===== config.mk =====
export PLATFORM = sky130hd
export DESIGN_NAME = cam_ctrl_top
export DESIGN_NICKNAME = d
export VERILOG_FILES = /design/src/rtl/cam_pkg.sv /design/src/rtl/fifo_if.sv /design/src/rtl/cam_ctrl_top.sv /design/src/rtl/pwm_bank.sv /design/src/rtl/reply_framer.sv /design/src/rtl/cmd_ctrl.sv /design/src/rtl/byte_fifo.sv
export SDC_FILE = /design/constraint.sdc
export NUM_CORES = 1
export LEC_CHECK = 0
export BUFFER_PORTS_ARGS = -buffer_cell sky130_fd_sc_hd__buf_2
export CORE_UTILIZATION = 55
export CTS_BUF_LIST = sky130_fd_sc_hd__clkbuf_4
export CTS_CLUSTER_SIZE = 20
export DETAILED_ROUTE_END_ITERATION = 6
export HOLD_SLACK_MARGIN = 0.02
export PLACE_DENSITY = 0.86
export SLEW_MARGIN = 20
export SYNTH_ARGS = -nofsm -noshare
export SYNTH_HDL_FRONTEND = slang
export SYNTH_HIERARCHICAL = 1
export SYNTH_SLANG_ARGS = --single-unit

===== constraint.sdc =====
create_clock -name clk -period 2.75 [get_ports clk]
set_input_delay 0.55 -clock clk [delete_from_list [all_inputs] [get_ports clk]]
set_output_delay 0.55 -clock clk [all_outputs]
set_load 0.02 [all_outputs]

===== src/rtl/cam_pkg.sv =====
`default_nettype none

package cam_pkg;

   // host command opcodes, first byte of every command
   typedef enum logic [7:0] {
      CMD_SET_REG       = 8'h01, // index, value
      CMD_GET_REG       = 8'h02, // index
      CMD_OPEN_SHUTTER  = 8'h03,
      CMD_CLOSE_SHUTTER = 8'h04,
      CMD_RESET         = 8'h05  // clears settings, closes shutter
   } cmd_e;

   // reply header, followed by index byte and value byte
   typedef enum logic [7:0] {
      REPLY_REG       = 8'hA2,
      REPLY_BAD_INDEX = 8'hAE
   } reply_e;

   typedef enum logic [2:0] {
      IDLE,
      EVAL,
      WAIT_IDX,
      WAIT_VAL,
      EXEC,
      SEND
   } ctrl_state_e;

   typedef enum logic [1:0] {
      F_IDLE,
      F_HDR,
      F_MSB,
      F_LSB
   } framer_state_e;

   // 0 peltier 1 duty, 1 peltier 2 duty, 2 spare mode
   localparam int NUM_REGS = 3;

   // servo duty out of 256
   localparam logic [7:0] SHUTTER_OPEN_DUTY   = 8'h50;
   localparam logic [7:0] SHUTTER_CLOSED_DUTY = 8'h96;

endpackage

`default_nettype wire

===== src/rtl/fifo_if.sv =====
`default_nettype none

interface fifo_if;
   logic [7:0] wdata;
   logic       winc;
   logic       wfull;
   logic [7:0] rdata;   // head byte, valid while rempty is low
   logic       rempty;
   logic       rinc;

   modport buffer (
      input  wdata, winc, rinc,
      output wfull, rdata, rempty
   );

   modport writer (
      output wdata, winc,
      input  wfull
   );

   modport reader (
      output rinc,
      input  rdata, rempty
   );
endinterface

`default_nettype wire


===== src/rtl/cam_ctrl_top.sv =====
`default_nettype none

module cam_ctrl_top
   import cam_pkg::*;
#(
   parameter int RX_ADDR_W = 3,
   parameter int TX_ADDR_W = 4
) (
   input  logic       clk,
   input  logic       rst_n,
   input  logic [7:0] rx_data,
   input  logic       rx_wr,
   output logic       rx_full,
   output logic [7:0] tx_data,
   input  logic       tx_rd,
   output logic       tx_empty,
   output logic       pwm_peltier_1,
   output logic       pwm_peltier_2,
   output logic       pwm_shutter
);
   fifo_if rx_if ();
   fifo_if tx_if ();

   logic        reply_start;
   reply_e      reply_kind;
   logic [15:0] reply_word;
   logic        framer_busy;
   logic [7:0]  peltier_1_duty;
   logic [7:0]  peltier_2_duty;
   logic        shutter_open;

   // host side of both fifos
   assign rx_if.wdata = rx_data;
   assign rx_if.winc  = rx_wr;
   assign rx_full     = rx_if.wfull;
   assign tx_if.rinc  = tx_rd;
   assign tx_data     = tx_if.rdata;
   assign tx_empty    = tx_if.rempty;

   byte_fifo #(.ADDR_W(RX_ADDR_W)) rx_fifo (.clk(clk), .rst_n(rst_n), .f(rx_if.buffer));

   byte_fifo #(.ADDR_W(TX_ADDR_W)) tx_fifo (.clk(clk), .rst_n(rst_n), .f(tx_if.buffer));

   cmd_ctrl u_cmd_ctrl (
      .clk            (clk),
      .rst_n          (rst_n),
      .rx             (rx_if.reader),
      .reply_start    (reply_start),
      .reply_kind     (reply_kind),
      .reply_word     (reply_word),
      .framer_busy    (framer_busy),
      .peltier_1_duty (peltier_1_duty),
      .peltier_2_duty (peltier_2_duty),
      .shutter_open   (shutter_open)
   );

   reply_framer u_reply_framer (
      .clk         (clk),
      .rst_n       (rst_n),
      .reply_start (reply_start),
      .reply_kind  (reply_kind),
      .reply_word  (reply_word),
      .framer_busy (framer_busy),
      .tx          (tx_if.writer)
   );

   pwm_bank u_pwm_bank (
      .clk            (clk),
      .rst_n          (rst_n),
      .peltier_1_duty (peltier_1_duty),
      .peltier_2_duty (peltier_2_duty),
      .shutter_open   (shutter_open),
      .pwm_peltier_1  (pwm_peltier_1),
      .pwm_peltier_2  (pwm_peltier_2),
      .pwm_shutter    (pwm_shutter)
   );

endmodule

`default_nettype wire


===== src/rtl/pwm_bank.sv =====
`default_nettype none

module pwm_bank
   import cam_pkg::*;
(
   input  logic       clk,
   input  logic       rst_n,
   input  logic [7:0] peltier_1_duty,
   input  logic [7:0] peltier_2_duty,
   input  logic       shutter_open,
   output logic       pwm_peltier_1,
   output logic       pwm_peltier_2,
   output logic       pwm_shutter
);
   logic [7:0] cnt;           // free running, period 256
   logic [7:0] shutter_duty;

   assign shutter_duty = shutter_open ? SHUTTER_OPEN_DUTY : SHUTTER_CLOSED_DUTY;

   always_ff @(posedge clk or negedge rst_n) begin
      if (!rst_n) begin
         cnt <= 8'h00;
      end else begin
         cnt <= cnt + 1'b1;
      end
   end

   // registered outputs, so no compare glitches reach the pins
   always_ff @(posedge clk or negedge rst_n) begin
      if (!rst_n) begin
         pwm_peltier_1 <= 1'b0;
         pwm_peltier_2 <= 1'b0;
         pwm_shutter   <= 1'b0;
      end else begin
         pwm_peltier_1 <= (cnt < peltier_1_duty);
         pwm_peltier_2 <= (cnt < peltier_2_duty);
         pwm_shutter   <= (cnt < shutter_duty);
      end
   end

endmodule

`default_nettype wire


===== src/rtl/reply_framer.sv =====
`default_nettype none

module reply_framer
   import cam_pkg::*;
(
   input  logic        clk,
   input  logic        rst_n,
   input  logic        reply_start,
   input  reply_e      reply_kind,
   input  logic [15:0] reply_word,
   output logic        framer_busy,
   fifo_if.writer      tx
);
   framer_state_e state;
   reply_e        kind_q;
   logic [15:0]   word_q;   // index high, value low

   assign framer_busy = (state != F_IDLE);
   assign tx.winc     = framer_busy && !tx.wfull;

   always_comb begin
      case (state)
         F_HDR:   tx.wdata = kind_q;
         F_MSB:   tx.wdata = word_q[15:8];
         F_LSB:   tx.wdata = word_q[7:0];
         default: tx.wdata = 8'h00;
      endcase
   end

   always_ff @(posedge clk or negedge rst_n) begin
      if (!rst_n) begin
         state  <= F_IDLE;
         kind_q <= REPLY_REG;
         word_q <= 16'h0000;
      end else begin
         case (state)
            F_IDLE: begin
               if (reply_start) begin
                  kind_q <= reply_kind;
                  word_q <= reply_word;
                  state  <= F_HDR;
               end
            end
            // each byte holds until the fifo has room
            F_HDR: begin
               if (!tx.wfull) begin
                  state <= F_MSB;
               end
            end
            F_MSB: begin
               if (!tx.wfull) begin
                  state <= F_LSB;
               end
            end
            F_LSB: begin
               if (!tx.wfull) begin
                  state <= F_IDLE;  // last byte written
               end
            end
            default: state <= F_IDLE;
         endcase
      end
   end

   assert property (@(posedge clk) disable iff (!rst_n)
      reply_start |-> state == F_IDLE)
      else $error("reply_start while a reply is in flight");

endmodule

`default_nettype wire


===== src/rtl/cmd_ctrl.sv =====
`default_nettype none

module cmd_ctrl
   import cam_pkg::*;
(
   input  logic        clk,
   input  logic        rst_n,
   fifo_if.reader      rx,
   output logic        reply_start,
   output reply_e      reply_kind,
   output logic [15:0] reply_word,
   input  logic        framer_busy,
   output logic [7:0]  peltier_1_duty,
   output logic [7:0]  peltier_2_duty,
   output logic        shutter_open
);
   localparam int IDX_W = $clog2(NUM_REGS);

   ctrl_state_e state;
   cmd_e        cmd;     // opcode under execution
   logic [7:0]  idx;
   logic [7:0]  val;
   logic [7:0]  regs [NUM_REGS];
   logic        idx_ok;

   assign idx_ok = (idx < 8'(NUM_REGS));

   assign peltier_1_duty = regs[0];
   assign peltier_2_duty = regs[1];

   // pop in the first cycle a byte is waiting
   always_comb begin
      case (state)
         IDLE, WAIT_IDX, WAIT_VAL: rx.rinc = !rx.rempty;
         default:                  rx.rinc = 1'b0;
      endcase
   end

   assign reply_start = (state == SEND) && !framer_busy;

   always_ff @(posedge clk or negedge rst_n) begin
      if (!rst_n) begin
         state        <= IDLE;
         cmd          <= cmd_e'(8'h00);
         idx          <= 8'h00;
         val          <= 8'h00;
         reply_kind   <= REPLY_REG;
         reply_word   <= 16'h0000;
         shutter_open <= 1'b0;
         for (int i = 0; i < NUM_REGS; i++) begin
            regs[i] <= 8'h00;
         end
      end else begin
         case (state)
            IDLE: begin
               if (!rx.rempty) begin
                  cmd   <= cmd_e'(rx.rdata);
                  state <= EVAL;
               end
            end

            EVAL: begin
               case (cmd)
                  CMD_SET_REG, CMD_GET_REG: state <= WAIT_IDX;
                  CMD_OPEN_SHUTTER: begin
                     shutter_open <= 1'b1;
                     state        <= IDLE;
                  end
                  CMD_CLOSE_SHUTTER: begin
                     shutter_open <= 1'b0;
                     state        <= IDLE;
                  end
                  CMD_RESET: begin
                     for (int i = 0; i < NUM_REGS; i++) begin
                        regs[i] <= 8'h00;
                     end
                     shutter_open <= 1'b0;
                     state        <= IDLE;
                  end
                  default: state <= IDLE;  // unknown byte, no arguments
               endcase
            end

            WAIT_IDX: begin
               if (!rx.rempty) begin
                  idx <= rx.rdata;
                  if (cmd == CMD_SET_REG) begin
                     state <= WAIT_VAL;
                  end else begin
                     state <= EXEC;
                  end
               end
            end

            WAIT_VAL: begin
               if (!rx.rempty) begin
                  val   <= rx.rdata;
                  state <= EXEC;
               end
            end

            EXEC: begin
               if (cmd == CMD_SET_REG) begin
                  if (idx_ok) begin
                     regs[idx[IDX_W-1:0]] <= val;
                  end
                  state <= IDLE;
               end else begin
                  // register read, answer goes to the framer
                  if (idx_ok) begin
                     reply_kind <= REPLY_REG;
                     reply_word <= {idx, regs[idx[IDX_W-1:0]]};
                  end else begin
                     reply_kind <= REPLY_BAD_INDEX;
                     reply_word <= {idx, 8'h00};
                  end
                  state <= SEND;
               end
            end

            SEND: begin
               if (!framer_busy) begin
                  state <= IDLE;
               end
            end

            default: state <= IDLE;
         endcase
      end
   end

   // framer takes every request and reports busy on the next edge
   assert property (@(posedge clk) disable iff (!rst_n)
      reply_start |=> framer_busy)
      else $error("framer did not take reply_start");

endmodule

`default_nettype wire


===== src/rtl/byte_fifo.sv =====
`default_nettype none

module byte_fifo #(
   parameter int ADDR_W = 3
) (
   input logic    clk,
   input logic    rst_n,
   fifo_if.buffer f
);
   localparam int DEPTH = 2 ** ADDR_W;

   logic [7:0]        mem [DEPTH];
   logic [ADDR_W-1:0] wr_ptr;
   logic [ADDR_W-1:0] rd_ptr;
   logic [ADDR_W:0]   count;  // one extra bit to tell full from empty
   logic              do_wr;
   logic              do_rd;

   assign do_wr = f.winc && !f.wfull;
   assign do_rd = f.rinc && !f.rempty;

   assign f.wfull  = (count == (ADDR_W + 1)'(DEPTH));
   assign f.rempty = (count == '0);
   assign f.rdata  = mem[rd_ptr]; // first word fall through

   always_ff @(posedge clk) begin
      if (do_wr) begin
         mem[wr_ptr] <= f.wdata;
      end
   end

   always_ff @(posedge clk or negedge rst_n) begin
      if (!rst_n) begin
         wr_ptr <= '0;
         rd_ptr <= '0;
         count  <= '0;
      end else begin
         if (do_wr) begin
            wr_ptr <= wr_ptr + 1'b1;  // wraps at depth
         end
         if (do_rd) begin
            rd_ptr <= rd_ptr + 1'b1;
         end
         case ({do_wr, do_rd})
            2'b10:   count <= count + 1'b1;
            2'b01:   count <= count - 1'b1;
            default: count <= count;  // both or neither
         endcase
      end
   end

   // writer and reader must respect the levels
   assert property (@(posedge clk) disable iff (!rst_n)
      f.winc |-> !f.wfull)
      else $error("byte_fifo overflow, write while full");

   assert property (@(posedge clk) disable iff (!rst_n)
      f.rinc |-> !f.rempty)
      else $error("byte_fifo underflow, read while empty");

endmodule

`default_nettype wire


==> results of run 1 <==
## cell usage after synthesis, drive strengths merged, types with 4 or more instances
library cell,instances
edfxtp,192
dfrtp,126
nand2,76
mux2,66
mux2i,59
buf,55
o21ai,46
inv,45
nor2,39
ha,37
mux4,32
a21oi,19
xnor2,14
clkbuf,13
nand3,13
nor3,12
a221oi,9
xor2,9
a222oi,8
a22o,8
a22oi,8
nand2b,6
nor2b,6
and3,5
nor3b,5
or4b,5
a21o,4
## final cells by class
class                      instances  area, um2  area share
inverter                          45        171      0.0105
timing repair buffer              98        860      0.0525
sequential                       321       9000       0.550
clock inverter                    19        106     0.00650
tap                              330        413      0.0252
multi-input combinational        527       4840       0.296
clock buffer                     128        961      0.0587
antenna                            1       2.50    0.000153
## power by group through the flow
| stage | clock [uW] | sequential, uW | combinational, uW |
|---|---|---|---|
| 2_1_floorplan | 0 | 6600 | 3940 |
| 3_3_place_gp | 0 | 6820 | 5060 |
| 3_5_place_dp | 0 | 6900 | 5240 |
| 4_1_cts | 4100 | 6810 | 6050 |
| 5_1_grt | 4390 | 6940 | 6910 |
| 6_report | 4020 | 6860 | 6410 |
## state kept, by name (all words and copies together), names as in the netlist, 5 cells and up
name / flops
u_cmd_ctrl/cmd: 8
u_cmd_ctrl/regs: 8
tx_fifo/mem: 128
u_pwm_bank/cnt: 8
u_cmd_ctrl/idx: 8
u_cmd_ctrl/peltier_2_duty: 8
u_cmd_ctrl/reply_word: 16
u_cmd_ctrl/peltier_1_duty: 8
tx_fifo/count: 5
u_cmd_ctrl/val: 8
rx_fifo/mem: 64
u_reply_framer/word_q: 16
u_reply_framer/kind_q: 8
## layer usage
metal	global-route usage	share of wire
met5	0	0
met4	0.0896	0.020
met3	0.0428	0.041
met2	0.399	0.54
met1	0.259	0.40
## logic make-up (layout without fill, tap and decap cells)
family / Yosys count / count (layout) / synth area share
DFF: 321 / 321 / 0.634
and+or+nand+nor: 185 / 185 / 0.0654
muxes: 157 / 157 / 0.150
AOI/OAI and AO/OA: 117 / 117 / 0.0554
buffers and inverters: 113 / 290 / 0.0456
adders and majority gates: 39 / 39 / 0.0354
xor gates and xnor gates: 23 / 23 / 0.0142
other: 2 / 7 / 0.000529
## worst reg2reg max path, delay by kind of cell, from the launching register on
family                     cells  cell delay (ns)
DFF                            1             0.43
xor gates and xnor gates       1             0.14
buffers and inverters          3             0.21
AOI/OAI and AO/OA              1             0.08
adders and majority gates      2             0.56
and+or+nand+nor                7             1.16
## repair_timing
item                       4_1_cts  5_1_grt
gates cloned                     3        0
resized for setup               58       45
pin swaps                       23       21
hold buffers                     1        0
hold endpoints to repair        47        0
setup endpoints to repair       10       10
buffers inserted                 9       10
## metrics by stage
stage,cells,utilization
after detailed placement,1300,0.582
after global placement,1300,0.582
after floorplan,961,-
after CTS,1460,0.640
final,1469,0.648
after global routing,1469,0.648
## final timing paths
kind / startpoint / to / depth (start not counted)
worst max-delay path: tx_fifo/rd_ptr[0]$_DFFE_PN0P_ / tx_data[3] / 8
worst min-delay path: rx_data[7] / rx_fifo/mem[0][7]$_DFFE_PP_ / 1
worst max register to register: tx_fifo/count[2]$_DFFE_PN0P_ / tx_fifo/count[4]$_DFFE_PN0P_ / 14
worst min register to register: u_cmd_ctrl/reply_word[6]$_DFFE_PN0P_ / u_reply_framer/word_q[6]$_DFFE_PN0P_ / 1
max in group asynchronous: rst_n / u_cmd_ctrl/peltier_2_duty[0]$_DFFE_PN0P_ / 3
min in group asynchronous: rst_n / tx_fifo/wr_ptr[2]$_DFFE_PN0P_ / 2
==> flow_summary.ini, run 1 <==
[global_routing]
grt_first_pass_wirelength_um = 44900
grt_pass1_vias = 8710
grt_start_max_net_pins = 57
grt.total_usage = 0.221
antenna_found_initial = 1
overflow = 0

[floorplan]
pin_count = 25
dieArea_um2 = 26500
initial_core_util = 0.562
chipHeight_um = 163
die_w_um = 163
core_area_um2 = 25300
placementRows = 58

[place]
port_buffers = 24
placed_area_um2 = 14700
routabilityCongestion = 0.776
dp_slack_ns = -0.0755
dp_hpwl_um = 17700

[power_and_ir_drop]
clkPwrFrac = 0.233
switchingPower_uw = 5810
leakagePower_uw = 0.00666
switching_share = 0.336
combPwrFrac = 0.371
cell_internal_pwr_uw = 11500
seqPwrFrac = 0.396
total_power_uw = 17300
vdd_drop_max_mv = 1.01
p_per_area_nw_per_um2 = 1060

[cts]
clk_latency_ns = 0.70
cts_max_level = 3
cts_made_buffers = 81
tritoncts = yes
numClockSinks = 321
root_buffer = clkbuf_4
clk_pin_slew_ns = 0.07
ctsLongestPathBuffers = 3

[finish]
layout_commonest_cell = edfxtp_1
drive_above_1_share = 0.344
nets = 1125
fillers = 1737
layout_common_cells = edfxtp_1, clkbuf_4, dfrtp_1
design_area_um2 = 16400
areaGrowthSynthToFinish_pct = 15.3

[route]
wl_um = 28300
antenna_left = 0
num_vias = 8278
first_iter_violations = 572
drt_pass1_iterations = 5
vias_per_cell = 5.64
wire_per_inst_um = 19.2
drc_errors = 0

[setup_path]
critPathBufInv = 3
cp-end-kind = output port
r2r_setup_slack_ns = 0.09
slowest_delay_ns = 0.52
crit_family = flip-flops
crit_chain = buf_12 -> buf_6 -> mux2_4 -> o21ai_4 -> a21oi_2 -> o21ai_1 -> nand2_1 -> buf_6
start_kind = flop
cpMaxStageDelayCell = dfrtp_4
critPathArrivalTime_ns = 2.42
critPathRequiredTime_ns = 2.20
crit_top_cell = buf_6
cp_max_fo = 6
critPathKind = reg2out

[hold_path]
hp-class = in2reg

[sta]
max_freq_mhz = 336
whs_ns = 0.145
max_slew_margin = 0.400
rsz0062_at_grt = yes
fin_crit_sh = 1.08
finalWorstSetupSlack_ns = -0.224
hold_viol_final = 0
final-setup-viol-count = 8
finalClockSkew_ns = 0.0671
setup_tns_ns = -1.50
maxSlewViolCount = 0
period_needed_ns = 2.97
tightest_slew_ns = 0.893

[logic_synthesis]
syn_avg_cell_area_um2 = 14.8
async_reset_ff_frac = 0.402
synth_area_leaders = edfxtp_1, dfrtp_1, mux2_2
synthCells = 957
synth_seq_area_share = 0.634
synth_flop_cell = edfxtp_1
syn_area_um2 = 14200
synth-edff-count = 192
ys_seq_elements = 321
yosys.area.top_type_share = 0.406
synth.distinct_cells = 73
synth_area_leader_cell = edfxtp_1
ys_warn_count = 6

[job]
drv_cap = 0

[status]
violations = negative setup slack
outcome = complete, but fails checks
Note: power is estimated with default switching activity, not from simulation.
==> inputs of run 2 (changes only) <==
- SETUP_SLACK_MARGIN: default -> 0.4
==> flow_summary.ini, run 2 (synthesized netlist as in run 1, its figures left out) <==
[status]
outcome = complete, but fails checks
violations = negative setup slack

[route]
antenna_left = 0
drc_errors = 0
first_iter_violations = 682
drt_pass1_iterations = 5
wire_per_inst_um = 20.4
wl_um = 30300
num_vias = 8467
vias_per_cell = 5.71

[cts]
cts_made_buffers = 81
numClockSinks = 321
cts_max_level = 3
root_buffer = clkbuf_4
clk_latency_ns = 0.69
tritoncts = yes
ctsLongestPathBuffers = 3
clk_pin_slew_ns = 0.07

[finish]
drive_above_1_share = 0.362
layout_common_cells = edfxtp_1, clkbuf_4, dfrtp_1
multi_input_area_um2 = 4970
regArea_um2 = 9010
largest_register_ffs = 128
fillers = 1646
design_area_um2 = 16700
top_register = tx_fifo/mem
nets = 1137
top_regs = tx_fifo/mem x128, rx_fifo/mem x64
layout_commonest_cell = edfxtp_1
areaGrowthSynthToFinish_pct = 17.8

[sta]
finalWorstSetupSlack_ns = -0.224
max_freq_mhz = 336
maxSlewViolCount = 0
period_needed_ns = 2.97
final-setup-viol-count = 8
max_slew_margin = 0.463
rsz0062_at_grt = yes
hold_viol_final = 0
finalClockSkew_ns = 0.0397
tightest_slew_ns = 0.805
fin_crit_sh = 1.08

[setup_path]
cp_max_fo = 5
cp-end-kind = output port
critPathKind = reg2out
critPathArrivalTime_ns = 2.42
start_kind = flop
critPathRequiredTime_ns = 2.20

[place]
routabilityCongestion = 0.801
placed_area_um2 = 14700
dp_hpwl_um = 18000
port_buffers = 24
dp_slack_ns = 0.0583

[global_routing]
antenna_found_initial = 1
grt_first_pass_wirelength_um = 47500
overflow = 0
grt.total_usage = 0.238
grt_pass1_vias = 8986
grt_start_max_net_pins = 78

[power_and_ir_drop]
p_per_area_nw_per_um2 = 1070
leakagePower_uw = 0.00678
total_power_uw = 17900
vdd_drop_max_mv = 0.859

[job]
drv_cap = 0

[floorplan]
pin_count = 25
chipHeight_um = 163
die_w_um = 163
core_area_um2 = 25300
initial_core_util = 0.562
placementRows = 58
dieArea_um2 = 26500

[hold_path]
hp-class = in2reg
==> run 2: report_power, final <==
group          internal, uW  switching, uW
logic                  3320           3640
clock network          2180           1910
registers              6200            654
==> run 2: final cells by class <==
class                           count  share of cell area
Sequential cell                   321               0.539
Multi-Input combinational cell    527               0.297
Timing Repair Buffer              110              0.0636
Clock buffer                      124              0.0557
Tap cell                          330              0.0247
Inverter                           45              0.0103
Clock inverter                     26             0.00936
Antenna cell                        1            0.000150
==> run 2: worst paths after layout <==
kind	startpoint	endpoint	cells after the start	slack [ns]
setup / recovery	tx_fifo/rd_ptr[0]$_DFFE_PN0P_	tx_data[3]	7	-0.22
hold / removal	rx_data[6]	rx_fifo/mem[0][6]$_DFFE_PP_	1	0.12
setup reg to reg	tx_fifo/count[2]$_DFFE_PN0P_	tx_fifo/count[4]$_DFFE_PN0P_	14	0.13
hold reg to reg	u_cmd_ctrl/reply_word[12]$_DFFE_PN0P_	u_reply_framer/word_q[12]$_DFFE_PN0P_	1	0.50
max in group asynchronous	rst_n	rx_fifo/count[3]$_DFFE_PN0P_	3	1.56
min in group asynchronous	rst_n	u_pwm_bank/pwm_shutter$_DFF_PN0_	2	0.48
==> run 2: routing by layer <==
layer  up-vias  track usage  part of all wire
met5         -            0                 0
met4         0        0.102             0.028
met3        71       0.0553             0.059
met2       305        0.428              0.54
met1      4236        0.272              0.38
li1       3855            -                 -
==> run 2: metrics by stage <==
step	utilization	hold WS (ns)	instances	setup TNS, ns
after floorplan	-	0.254	961	0
after global placement	0.583	0.473	1292	0
after detailed placement	0.583	0.479	1292	0
after CTS	0.655	0.0929	1482	-1.54
after global routing	0.662	0.0994	1484	-2.05
final	0.662	0.124	1484	-1.41
==> run 2: critical path, stage by stage (launching register included) <==
cell and delay (ns):
dfrtp_2 0.40, buf_6 0.13, buf_12 0.11, buf_16 0.12, mux4_2 0.56, a22oi_2 0.17
nand2_1 0.10, buf_6 0.14
==> run 2: timing repair <==
action                                  in CTS  in global routing
pin swaps                                   34                 18
hold buffers                                 1                  0
gates cloned                                 5                  0
endpoints found under the setup margin     148                 91
endpoints found under the hold margin       71                  0
setup buffers                               34                  1
resized for setup                           89                 40
